**config.mk**
```make
export PLATFORM = sky130hd
export DESIGN_NAME = gcm_ctrl_top
export DESIGN_NICKNAME = d
export VERILOG_FILES = /design/src/gcm_cfg_pkg.sv /design/src/gcm_types_pkg.sv /design/src/gcm_ctr_block_gen.sv /design/src/gcm_ctrl_top.sv /design/src/gcm_delay_line.sv /design/src/gcm_ghash_input_sel.sv /design/src/gcm_seq_fsm.sv
export SDC_FILE = /design/constraint.sdc
export NUM_CORES = 1
export LEC_CHECK = 0
export BUFFER_PORTS_ARGS = -buffer_cell sky130_fd_sc_hd__buf_2
export CORE_AREA = 5 5 196 198
export CTS_CLUSTER_DIAMETER = 120
export CTS_CLUSTER_SIZE = 16
export DETAILED_ROUTE_END_ITERATION = 16
export DIE_AREA = 0 0 201 203
export PLACE_DENSITY = 0.71
export SLEW_MARGIN = 20
export SYNTH_ARGS = -nofsm -noshare
export SYNTH_HDL_FRONTEND = slang
export SYNTH_SLANG_ARGS = --single-unit
export TNS_END_PERCENT = 5
```
**constraint.sdc**
```tcl
create_clock -name i_clock -period 10.5 [get_ports i_clock]
set_input_delay 0.525 -clock i_clock [delete_from_list [all_inputs] [get_ports i_clock]]
set_output_delay 0.525 -clock i_clock [all_outputs]
set_load 0.1 [all_outputs]
```
**src/gcm_cfg_pkg.sv**
```systemverilog
//--------------------
// Width and latency constants for the
// AES-GCM control plane
//--------------------

package gcm_cfg_pkg;

    //--------------------
    // Widths
    //--------------------
    // Length and word counters
    localparam int NB_TIMER       = 10;
    // One AES / GHASH block
    localparam int NB_BLOCK       = 128;
    // Initialization vector
    localparam int NB_IV          = 96;
    // Low counter field of a GCTR block, inc32 domain
    localparam int NB_CTR         = NB_BLOCK - NB_IV;
    // Each half of the GHASH length word
    localparam int NB_LEN_FIELD   = NB_BLOCK / 2;
    // Words to bits, one block is 2^7 bits
    localparam int NB_BLOCK_SHIFT = $clog2(NB_BLOCK);
    // GHASH kind encoding
    localparam int NB_KIND        = 2;

    //--------------------
    // Timing
    //--------------------
    // Enabled cycles through the AES pipeline
    localparam int AES_LATENCY    = 44;

    // inc32(J0), first counter used for data
    localparam logic [NB_CTR-1:0] CTR_FIRST = 2;

endpackage

```
**src/gcm_types_pkg.sv**
```systemverilog
//--------------------
// GHASH kind enum and the packed structs
// passed between control blocks
//--------------------

package gcm_types_pkg;

    import gcm_cfg_pkg::*;

    // What the GHASH operand carries
    typedef enum logic [NB_KIND-1:0]
    {
        NONE = 2'd0,
        AAD  = 2'd1,
        DATA = 2'd2,
        LEN  = 2'd3
    } ghash_kind_t;

    // Registered GHASH operand, 132 bits
    typedef struct packed
    {
        logic                sop;
        logic                valid;
        ghash_kind_t         kind;
        logic [NB_BLOCK-1:0] data;
    } ghash_word_t;

    // GCTR marks sent through the AES latency line
    typedef struct packed
    {
        logic sop_pre;
        logic sop;
        logic triggered_pre;
    } gctr_mark_t;

    // FSM to GHASH selector, combinational
    typedef struct packed
    {
        logic sop;
        logic valid_aad;
        logic valid_data;
        logic valid_length;
    } ghash_strobe_t;

endpackage

```
**src/gcm_ctr_block_gen.sv**
```systemverilog
//--------------------
// GCTR counter blocks from the IV:
// J0 + 1 on load, inc32 per advance
//--------------------

`timescale 1ns/1ps

module gcm_ctr_block_gen
    import gcm_cfg_pkg::*;
(
    input  logic                i_clock,
    input  logic                i_rst,
    input  logic                i_enable,
    input  logic [NB_IV-1:0]    i_iv,
    input  logic                i_load,
    input  logic                i_advance,
    output logic [NB_BLOCK-1:0] o_ctr_block
);

    //--------------------
    // Internal signals
    //--------------------
    logic [NB_BLOCK-1:0] ctr_block_q;
    logic [NB_CTR-1:0]   load_low;
    logic [NB_CTR-1:0]   inc_low;

    // Word taken in the load cycle already uses counter 2
    assign load_low = CTR_FIRST + NB_CTR'(i_advance);

    // inc32, wraps in the low field only
    assign inc_low = ctr_block_q[NB_CTR-1:0] + 1'b1;

    always_ff @(posedge i_clock)
    begin
        if (i_rst)
        begin
            ctr_block_q <= '0;
        end
        else if (i_enable)
        begin
            // New packet: IV || 2
            if (i_load)
                ctr_block_q <= {i_iv, load_low};
            else if (i_advance)
                ctr_block_q <= {ctr_block_q[NB_BLOCK-1:NB_CTR], inc_low};
        end
    end

    assign o_ctr_block = ctr_block_q;

endmodule

```
**src/gcm_ctrl_top.sv**
```systemverilog
//--------------------
// GCM control plane top: FSM, AES latency line,
// counter generator and GHASH selector
//--------------------

`timescale 1ns/1ps

module gcm_ctrl_top
    import gcm_cfg_pkg::*;
    import gcm_types_pkg::*;
(
    input  logic                i_clock,
    input  logic                i_rst,
    input  logic                i_enable,
    input  logic                i_sop,
    input  logic                i_valid_encrypt,
    input  logic                i_valid_decrypt,
    input  logic                i_encrypt_mode,
    input  logic                i_trigger_pre_block,
    input  logic [NB_TIMER-1:0] i_length_aad,
    input  logic [NB_TIMER-1:0] i_length_plaintext,
    input  logic [NB_BLOCK-1:0] i_word,
    input  logic [NB_IV-1:0]    i_iv,
    output ghash_word_t         o_ghash,
    output gctr_mark_t          o_gctr_mark,
    output logic [NB_BLOCK-1:0] o_ctr_block
);

    //--------------------
    // Interconnect
    //--------------------
    ghash_strobe_t fsm_strobe;
    gctr_mark_t    fsm_mark;
    logic          data_sop;

    gcm_seq_fsm u_seq_fsm
    (
        .i_clock             (i_clock),
        .i_rst               (i_rst),
        .i_enable            (i_enable),
        .i_sop               (i_sop),
        .i_valid_encrypt     (i_valid_encrypt),
        .i_valid_decrypt     (i_valid_decrypt),
        .i_encrypt_mode      (i_encrypt_mode),
        .i_trigger_pre_block (i_trigger_pre_block),
        .i_length_aad        (i_length_aad),
        .i_length_plaintext  (i_length_plaintext),
        .o_strobe            (fsm_strobe),
        .o_mark              (fsm_mark),
        .o_data_sop          (data_sop)
    );

    // GCTR marks shifted by the AES pipeline depth
    gcm_delay_line #(.T_PAYLOAD(gctr_mark_t)) u_mark_delay
    (
        .i_clock  (i_clock),
        .i_rst    (i_rst),
        .i_enable (i_enable),
        .i_data   (fsm_mark),
        .o_data   (o_gctr_mark)
    );

    // Loaded at data sop, stepped per encrypt word
    gcm_ctr_block_gen u_ctr_block_gen
    (
        .i_clock     (i_clock),
        .i_rst       (i_rst),
        .i_enable    (i_enable),
        .i_iv        (i_iv),
        .i_load      (data_sop),
        .i_advance   (i_valid_encrypt),
        .o_ctr_block (o_ctr_block)
    );

    gcm_ghash_input_sel u_ghash_input_sel
    (
        .i_clock            (i_clock),
        .i_rst              (i_rst),
        .i_strobe           (fsm_strobe),
        .i_word             (i_word),
        .i_length_aad       (i_length_aad),
        .i_length_plaintext (i_length_plaintext),
        .o_ghash            (o_ghash)
    );

endmodule

```
**src/gcm_delay_line.sv**
```systemverilog
//--------------------
// Fixed AES-latency shift line, any payload type
//--------------------

`timescale 1ns/1ps

module gcm_delay_line
    import gcm_cfg_pkg::*;
#(
    parameter type T_PAYLOAD = logic
)
(
    input  logic     i_clock,
    input  logic     i_rst,
    input  logic     i_enable,
    input  T_PAYLOAD i_data,
    output T_PAYLOAD o_data
);

    // One stage per enabled AES cycle
    T_PAYLOAD line_q [AES_LATENCY];

    always_ff @(posedge i_clock)
    begin
        if (i_rst)
        begin
            for (int i = 0; i < AES_LATENCY; i++)
            begin
                line_q[i] <= '0;
            end
        end
        else if (i_enable)
        begin
            line_q[0] <= i_data;
            // Shift toward the output
            for (int i = 1; i < AES_LATENCY; i++)
            begin
                line_q[i] <= line_q[i-1];
            end
        end
        // Low enable holds every stage
    end

    // Oldest stage
    assign o_data = line_q[AES_LATENCY-1];

endmodule

```
**src/gcm_ghash_input_sel.sv**
```systemverilog
//--------------------
// GHASH operand select and register
//--------------------

`timescale 1ns/1ps

module gcm_ghash_input_sel
    import gcm_cfg_pkg::*;
    import gcm_types_pkg::*;
(
    input  logic                i_clock,
    input  logic                i_rst,
    input  ghash_strobe_t       i_strobe,
    input  logic [NB_BLOCK-1:0] i_word,
    input  logic [NB_TIMER-1:0] i_length_aad,
    input  logic [NB_TIMER-1:0] i_length_plaintext,
    output ghash_word_t         o_ghash
);

    //--------------------
    // Internal signals
    //--------------------
    logic [NB_LEN_FIELD-1:0] aad_bits;
    logic [NB_LEN_FIELD-1:0] ptx_bits;
    ghash_word_t             ghash_d;
    ghash_word_t             ghash_q;

    // Block counts to bit counts, 64 bits each
    assign aad_bits = {{(NB_LEN_FIELD-NB_TIMER-NB_BLOCK_SHIFT){1'b0}},
                       i_length_aad, {NB_BLOCK_SHIFT{1'b0}}};
    assign ptx_bits = {{(NB_LEN_FIELD-NB_TIMER-NB_BLOCK_SHIFT){1'b0}},
                       i_length_plaintext, {NB_BLOCK_SHIFT{1'b0}}};

    // Priority LEN, AAD, DATA
    always_comb
    begin
        ghash_d.sop   = i_strobe.sop;
        ghash_d.valid = i_strobe.valid_length | i_strobe.valid_aad | i_strobe.valid_data;
        ghash_d.kind  = NONE;
        ghash_d.data  = i_word;
        if (i_strobe.valid_length)
        begin
            ghash_d.kind = LEN;
            ghash_d.data = {aad_bits, ptx_bits};
        end
        else if (i_strobe.valid_aad)
            ghash_d.kind = AAD;
        else if (i_strobe.valid_data)
            ghash_d.kind = DATA;
    end

    always_ff @(posedge i_clock)
    begin
        if (i_rst)
            ghash_q <= '0;
        else
            ghash_q <= ghash_d;
    end

    assign o_ghash = ghash_q;

endmodule

```
**src/gcm_seq_fsm.sv**
```systemverilog
//--------------------
// Packet sequencing FSM: word counters,
// GHASH valid strobes and GCTR sop marks
//--------------------

`timescale 1ns/1ps

module gcm_seq_fsm
    import gcm_cfg_pkg::*;
    import gcm_types_pkg::*;
(
    input  logic                i_clock,
    input  logic                i_rst,
    input  logic                i_enable,
    input  logic                i_sop,
    input  logic                i_valid_encrypt,
    input  logic                i_valid_decrypt,
    input  logic                i_encrypt_mode,
    input  logic                i_trigger_pre_block,
    input  logic [NB_TIMER-1:0] i_length_aad,
    input  logic [NB_TIMER-1:0] i_length_plaintext,
    output ghash_strobe_t       o_strobe,
    output gctr_mark_t          o_mark,
    output logic                o_data_sop
);

    //--------------------
    // Internal signals
    //--------------------
    logic                en_sop;
    logic                data_in;
    logic [1:0]          fsm_case;
    logic [NB_TIMER:0]   total_len;
    logic [NB_TIMER-1:0] word_cnt_q;
    logic [NB_TIMER-1:0] word_cnt;
    logic [NB_TIMER:0]   word_cnt_nx;
    logic [NB_TIMER-1:0] ciph_cnt_q;
    logic [NB_TIMER-1:0] ciph_cnt;
    logic [NB_TIMER:0]   ciph_cnt_nx;
    logic                open_q;
    logic                pkt_open;
    logic                aad_done_q;
    logic                aad_done;
    logic                pre_fired_q;
    logic                pre_fired;
    logic                sop_fired_q;
    logic                sop_fired;
    logic                len_pend_q;
    logic                len_pend;
    logic                aad_left;
    logic                valid_aad;
    logic                valid_data;
    logic                ciph_inc;
    logic                last_aad;
    logic                last_data;
    logic                aad_complete;
    logic                close_on_pre;
    logic                data_allowed;
    logic                sop_pre;
    logic                data_sop;
    logic                valid_length;
    logic                trig;

    //--------------------
    // Counters and flags as seen this cycle
    //--------------------
    // A qualified sop clears everything for the new packet
    assign en_sop    = i_enable & i_sop;
    assign pkt_open  = en_sop | open_q;
    assign word_cnt  = en_sop ? '0 : word_cnt_q;
    assign ciph_cnt  = en_sop ? '0 : ciph_cnt_q;
    assign aad_done  = en_sop ? 1'b0 : aad_done_q;
    assign pre_fired = en_sop ? 1'b0 : pre_fired_q;
    assign sop_fired = en_sop ? 1'b0 : sop_fired_q;
    assign len_pend  = en_sop ? 1'b0 : len_pend_q;

    // One extra bit so AAD plus data cannot wrap
    assign total_len   = {1'b0, i_length_aad} + {1'b0, i_length_plaintext};
    assign word_cnt_nx = {1'b0, word_cnt} + 1'b1;
    assign ciph_cnt_nx = {1'b0, ciph_cnt} + 1'b1;

    // Data words ride the encrypt or the decrypt valid
    assign data_in  = i_encrypt_mode ? i_valid_encrypt : i_valid_decrypt;
    assign aad_left = (word_cnt < i_length_aad);

    //--------------------
    // GHASH input valids
    //--------------------
    // AAD always comes first, on the decrypt valid
    assign valid_aad  = i_enable & pkt_open & i_valid_decrypt & aad_left;
    assign valid_data = i_enable & pkt_open & data_in & ~aad_left & data_allowed
                        & ({1'b0, word_cnt} < total_len);
    assign ciph_inc   = i_enable & pkt_open & i_valid_encrypt & ~aad_left;

    assign last_aad = valid_aad & (word_cnt_nx == {1'b0, i_length_aad});

    // Encrypt mode closes on the cipher count, else on the total count
    assign last_data = i_encrypt_mode ?
                       (ciph_inc & (ciph_cnt_nx == {1'b0, i_length_plaintext})) :
                       (valid_data & (word_cnt_nx == total_len));

    //--------------------
    // Four cases by nonzero lengths
    //--------------------
    assign fsm_case = {|i_length_aad, |i_length_plaintext};

    always_comb
    begin
        case (fsm_case)
            // No AAD, no data: everything happens at sop
            2'b00:
            begin
                aad_complete = pkt_open;
                close_on_pre = 1'b1;
                data_allowed = 1'b0;
            end
            // AAD only, length word with the pre strobe
            2'b10:
            begin
                aad_complete = aad_done;
                close_on_pre = 1'b1;
                data_allowed = 1'b0;
            end
            // Data only
            2'b01:
            begin
                aad_complete = pkt_open;
                close_on_pre = 1'b0;
                data_allowed = 1'b1;
            end
            default:
            begin
                aad_complete = aad_done;
                close_on_pre = 1'b0;
                data_allowed = 1'b1;
            end
        endcase
    end

    //--------------------
    // GCTR strobes, once per packet
    //--------------------
    // Cycle after last AAD word, or at sop without AAD
    assign sop_pre  = i_enable & pkt_open & aad_complete & ~pre_fired;
    // First data word
    assign data_sop = valid_data & ~sop_fired;
    assign trig     = i_enable & i_trigger_pre_block;

    // Length word closes the packet
    assign valid_length = i_enable & pkt_open &
                          (close_on_pre ? (aad_complete & ~pre_fired) : len_pend);

    //--------------------
    // State update
    //--------------------
    always_ff @(posedge i_clock)
    begin
        if (i_rst)
        begin
            word_cnt_q  <= '0;
            ciph_cnt_q  <= '0;
            open_q      <= 1'b0;
            aad_done_q  <= 1'b0;
            pre_fired_q <= 1'b0;
            sop_fired_q <= 1'b0;
            len_pend_q  <= 1'b0;
        end
        else
        begin
            if (valid_aad || valid_data)
                word_cnt_q <= word_cnt_nx[NB_TIMER-1:0];
            else
                word_cnt_q <= word_cnt;
            if (ciph_inc)
                ciph_cnt_q <= ciph_cnt_nx[NB_TIMER-1:0];
            else
                ciph_cnt_q <= ciph_cnt;
            // Sticky flags, cleared only by a new sop
            aad_done_q  <= aad_done | last_aad;
            pre_fired_q <= pre_fired | sop_pre;
            sop_fired_q <= sop_fired | data_sop;
            // Pending length waits out low-enable cycles
            len_pend_q  <= (len_pend | last_data) & ~valid_length;
            open_q      <= pkt_open & ~valid_length;
        end
    end

    //--------------------
    // Outputs
    //--------------------
    assign o_strobe.sop          = en_sop;
    assign o_strobe.valid_aad    = valid_aad;
    assign o_strobe.valid_data   = valid_data;
    assign o_strobe.valid_length = valid_length;

    // A pre-block trigger also counts as a pre sop
    assign o_mark.sop_pre       = sop_pre | trig;
    assign o_mark.sop           = data_sop;
    assign o_mark.triggered_pre = trig;

    assign o_data_sop = sop_pre;

endmodule

```
==> Word level (Yosys, flattened, before mapping) <==
Memory sizes are Yosys's and may differ from the RTL's.
Cells that the tools add are included.
{ "op_classes": {"add_sub_neg": 5, "order_cmp": 2, "n_eq_ne": 5, "muxes": 69, "bitwise": 77, "reduce_logical": 10} }
{ "op_table": {"columns": ["cell", "count"], "rows": [
  ["$mux 3", 44],
  ["$mux 128", 1],
  ["$mux 81", 1],
  ["$or 1x1->1", 52],
  ["$mux 10", 4],
  ["$add 32x1->32 const B", 1],
  ["$mux 32", 1],
  ["$add 10x1->11 const B", 2],
  ["$eq 11x10->1", 2],
  ["$and 1x1->1", 21],
  ["$reduce_or 10->1", 2],
  ["$mux 1", 15],
  ["$add 10x10->11", 1],
  ["$eq 11x11->1", 1],
  ["$lt 10x11->1", 1],
  ["$lt 10x10->1", 1],
  ["$mux 2", 3],
  ["$reduce_or 2->1", 3],
  ["$not 1->1", 4],
  ["$reduce_and 2->1", 2],
  ["$add 2x1->3 const A", 1],
  ["$eq 2x1->1 const B", 1],
  ["$eq 2x2->1 const B", 1],
  ["$logic_not 2->1", 1],
  ["other kinds (2)", 2]
]} }
{ "totals": {"regBits": 285, "mem_bits_rw": 132, "in_bits": 252, "out_inout_bits": 263, "word_cells": 183, "n_memories": 1} }
{ "mem_list": {"columns": ["memory", "depth", "width", "rd", "rd_clocked_by_memory_dff", "write_ports", "line", "text"], "rows": [
  ["u_mark_delay.line_q", 44, 3, 44, 0, 44, "gcm_delay_line.sv:21", "T_PAYLOAD line_q [AES_LATENCY];"]
]} }

==> Logic depth before layout (Yosys ltp) <==
{ "logic_depth": {"depth_word": 11, "ltp_mapped": 17, "ltp_nobuf": 17} }

==> By module <==
Synthesis repeated with hierarchy kept, for this count alone.
{ "unflattened": {"hier_cells": 1586, "hier_area_um2": 16752.3} }
{ "by_module_without_submodules": {"columns": ["module", "instances", "cells_per_inst", "area_each_um2", "seq_area_each_um2"], "rows": [
  ["gcm_delay_line", 1, 290, 5222.5, 3963.8],
  ["gcm_ctr_block_gen", 1, 616, 4887.2, 2562.5],
  ["gcm_ghash_input_sel", 1, 306, 3769.9, 2642.5],
  ["gcm_seq_fsm", 1, 374, 2872.8, 500.5]
]} }

==> Worst setup path before layout <==
No wires, ideal clock.
{ "synth_timing": {"path_kind": "input port to flip-flop", "start": "input i_length_aad[0]", "end": "register u_seq_fsm.word_cnt_q[8]", "setup_ns": 0.121, "arrival_time_ns": 3.572, "t_required_ns": 10.379, "setup_slack_ns": 6.807, "cell_stages": 15, "path_buffers": 0, "cell_sequence": "ha_1 -> fa_1 -> a211oi_1 -> o21bai_1 -> a21oi_1 -> xor2_1 -> ha_1 -> or4_1 -> nor3_1 -> a31oi_1 -> a21oi_1 -> o2bb2ai_1 -> nand4_1 -> xor2_1 -> nor2_1"} }
{ "synth_via": {"elab_chain_len": 8, "elab_cells_between_ends": 15, "classes_between": "add/sub: 1; order compare: 2; eq/ne: 1; mux: 2; bitwise: 5; reduce/logical: 4"} }
{ "synth_rtl": {"columns": ["item", "line", "text"], "rows": [
  ["start: declaration", "gcm_ctrl_top.sv:20", "input logic [NB_TIMER-1:0] i_length_aad,"],
  ["parallel branches: the longest is 6 deep, another holds $add 10x10->11", null, null],
  ["$logic_or 1x1->1 *", "gcm_seq_fsm.sv:170", "if (valid_aad || valid_data)"],
  ["$mux 10 *", "gcm_seq_fsm.sv:170", null],
  ["end signal: assignment", "gcm_seq_fsm.sv:171", "word_cnt_q <= word_cnt_nx[NB_TIMER-1:0];"],
  ["end signal: assignment", "gcm_seq_fsm.sv:173", "word_cnt_q <= word_cnt;"],
  ["end: declaration", "gcm_seq_fsm.sv:34", "logic [NB_TIMER-1:0] word_cnt_q;"]
]} }
Mark *: on every way between the ends.
A chain may end at the register's enable or synchronous reset.

==> Worst setup path after layout <==
{ "layout_timing": {"start": "input i_length_aad[1]", "end": "register u_seq_fsm.word_cnt_q[6]"} }
Same word-level chain as after synthesis.

==> impl_metrics.py <==
metrics = {
    "timing": {
        "finalSetupTns_ns": 0,
        "tightest_slew_ns": 1.13,
        "period_minus_slack_ns": 3.74,
        "fmaxAchievable_mhz": 268,
        "slew_violations": 0,
        "min_period_over_period": 0.356,
        "slew_headroom": 0.245,
        "fin_skew_ns": 0.0385,
        "rsz0062_at_grt": "false",
        "setup_viol": 0,
        "hold_viol": 0,
    },
    "run_status": {
        "status": "completed",
    },
    "worst_setup_path": {
        "slowest_delay_ns": 0.50,
        "worstPathCellList": "buf_2 -> ha_1 -> a21oi_1 -> o211ai_1 -> nor4_1 -> nor3b_1 -> o21ai_0 -> nand2b_1 -> xnor2_1 -> ha_1 -> or4_1 -> nor3_1 -> a31oi_1 -> a21oi_1 -> o2bb2ai_1 -> nand2_1 -> xnor2_1 -> nor2_1",
        "slowest_stage": "or4_1",
        "worstPathMaxFanout": 10,
        "startpoint_type": "input pin",
        "critPathCaptureType": "flip-flop",
        "worstSetupPathType": "in -> reg",
        "crit_family": "simple AND/OR/NAND/NOR gates",
        "crit_buf_inv": 1,
        "critPathArrivalTime_ns": 4.19,
        "critical_path_required_ns": 10.96,
    },
    "clock_network": {
        "clk_latency_ns": 0.60,
        "cts.sink_count": 417,
        "cts_root_buffer": "clkbuf_16",
        "cts_hold_buffers": 0,
        "clock_path_buffers": 3,
        "cts_resized": 0,
        "cts_tree": "yes",
        "cts_max_level": 1,
        "path_clk_slew_ns": 0.08,
        "numCtsBuffers": 30,
        "postCtsSetupRepairBufs": 0,
    },
    "yosys": {
        "synthAdderAreaFrac": 0.0271,
        "synth_top_family_by_area": "simple AND/OR/NAND/NOR gates",
        "yosys-mux-area-fraction": 0.0101,
        "syn_inst": 1537,
        "yosysMostFrequentCell": "dfxtp_1",
        "ys_async_sr_fraction": 0,
        "syn_area_per_cell_um2": 10.4,
        "synth_top_area_share": 0.357,
        "synthTopCellsByCount": "285 x dfxtp_1, 240 x nand2_1, 222 x and2_1, 136 x a21oi_1, 132 x edfxtp_1",
        "yosys.area.top_type": "dfxtp_1",
        "ys_seq_area_frac": 0.605,
        "synthSimpleGateAreaFrac": 0.215,
        "synth-main-ff-cell": "dfxtp_1",
        "synth_area_um2": 16000,
        "synth-edff-count": 132,
        "synth_area_leaders": "dfxtp_1 36%, edfxtp_1 25%, and2_1 8.7%, nand2_1 5.6%, a21oi_1 4.3%",
        "synth_nets": 1823,
        "ys_warn_count": 0,
        "synth_compound_area_frac": 0.0708,
        "ys_seq_elements": 417,
        "synth.distinct_cells": 58,
        "synth_xor_area_frac": 0.0477,
    },
    "grt": {
        "grt_pass1_wl_um": 72600,
        "grt_antenna_before_repair": 10,
        "grt_pass1_vias": 12300,
        "grt_max_degree": 105,
        "grt.overflow.total": 0,
        "track_usage": 0.227,
    },
    "final_layout": {
        "final_net_count": 2295,
        "nFillCells": 3283,
        "area_growth_syn_to_layout_pct": 23.8,
        "final_layout_size_suffix_gt1_frac": 0.282,
    },
    "floorplanning": {
        "rows": 70,
        "die_h_um": 203,
        "fp.dieArea_um2": 40800,
        "core_area_um2": 36300,
        "boundaryPins": 515,
        "start_util": 0.440,
        "die_w_um": 201,
    },
    "placed_design": {
        "place.gp.congestion": 0.959,
        "portBuffers": 514,
        "dp_hpwl_um": 37600,
    },
    "routing": {
        "wl_um": 49400,
        "drt_first_pass_iters": 5,
        "vias": 12700,
        "route.detailed.drc": 0,
        "postRouteAntennaNets": 0,
        "drt_iter0_markers": 913,
        "wl_per_cell_um": 19.8,
        "viasPerCell": 5.08,
    },
    "pwr": {
        "ir_drop_uv": 156,
        "total_power_mw": 3.26,
        "power_density_nw_per_um2": 165,
        "p_leak_nw": 8.72,
    },
    "hold_path": {
        "hold_class": "in -> reg",
    },
    "run": {
        "maxCapViolCount": 0,
    },
}
[final timing paths]
kind / start / to / slack (ns) / cells past startpoint
max: i_length_aad[1] / u_seq_fsm.word_cnt_q[6]$_SDFF_PP0_ / 6.76 / 18
min: i_word[40] / u_ghash_input_sel.o_ghash[40]$_SDFF_PP0_ / 0.12 / 2
max reg2reg: u_seq_fsm.open_q$_SDFF_PP0_ / u_seq_fsm.len_pend_q$_SDFF_PP0_ / 6.90 / 9
min reg2reg: u_ctr_block_gen.o_ctr_block[50]$_SDFFE_PP0P_ / u_ctr_block_gen.o_ctr_block[50]$_SDFFE_PP0P_ / 0.45 / 2
[placed cells by master (no fill, tap or decap), types with 10 or more instances in the layout]
cell type  instances
edfxtp_1         132
nor2b_1           32
clkbuf_16         31
xnor2_1           40
mux2i_1           15
o21ai_0           21
dfxtp_1          285
nand3_1           28
xor2_1            47
inv_1             18
and2_1           222
buf_2            513
nor4_1            10
nor2_1            92
ha_1              33
clkbuf_1          14
nand2_1          240
a21oi_1          136
[cell type report]
type	instances	area [µm²]	area share
antenna	5	12.5	0.000632
clock buffer	45	828	0.0419
clock inverter	1	16.3	0.000822
inverter	18	67.6	0.00342
multi-input combinational	1021	5970	0.302
sequential	417	9670	0.489
tap	468	586	0.0296
timing repair buffer	521	2630	0.133
[metal layers]
layer | track usage | vias to the layer above | share of wire
met5 | 0 | - | 0.00051
met4 | 0.132 | 4 | 0.069
met3 | 0.0538 | 130 | 0.069
met2 | 0.397 | 509 | 0.50
met1 | 0.253 | 6002 | 0.36
li1 | - | 6045 | -
[flip-flops by register name, indices dropped and copies added, names as in the netlist, 10 cells and up]
signal and flops:
u_ctr_block_gen.o_ctr_block 128, u_ghash_input_sel.o_ghash 132, u_mark_delay.line_q 132, u_seq_fsm.ciph_cnt_q 10, u_seq_fsm.word_cnt_q 10
[cells by family after synthesis]
kind of cell	after synthesis
buffers and inverters	99
xor gates and xnor gates	87
DFF	417
adders and majority gates	34
muxes	16
and+or+nand+nor	683
AOI/OAI and AO/OA	201
[through the flow]
stage | cells | hold WS (ns) | setup slack [ns] | area (µm²) | util
after floorplan | 1537 | 0.444 | 6.81 | 16000 | -
after global placement | 2445 | 0.438 | 6.29 | 18900 | 0.521
after detailed placement | 2445 | 0.443 | 6.17 | 18900 | 0.521
after CTS | 2491 | 0.0934 | 6.78 | 19800 | 0.544
after global routing | 2496 | 0.109 | 6.34 | 19800 | 0.544
final | 2496 | 0.123 | 6.76 | 19800 | 0.544
[power by group]
part | internal [mW] | leakage (nW) | switching, mW
clock network | 0.542 | 0.406 | 0.548
logic | 0.102 | 4.52 | 0.330
registers | 1.72 | 3.79 | 0.0205
Power figures use the tool's default switching activity.
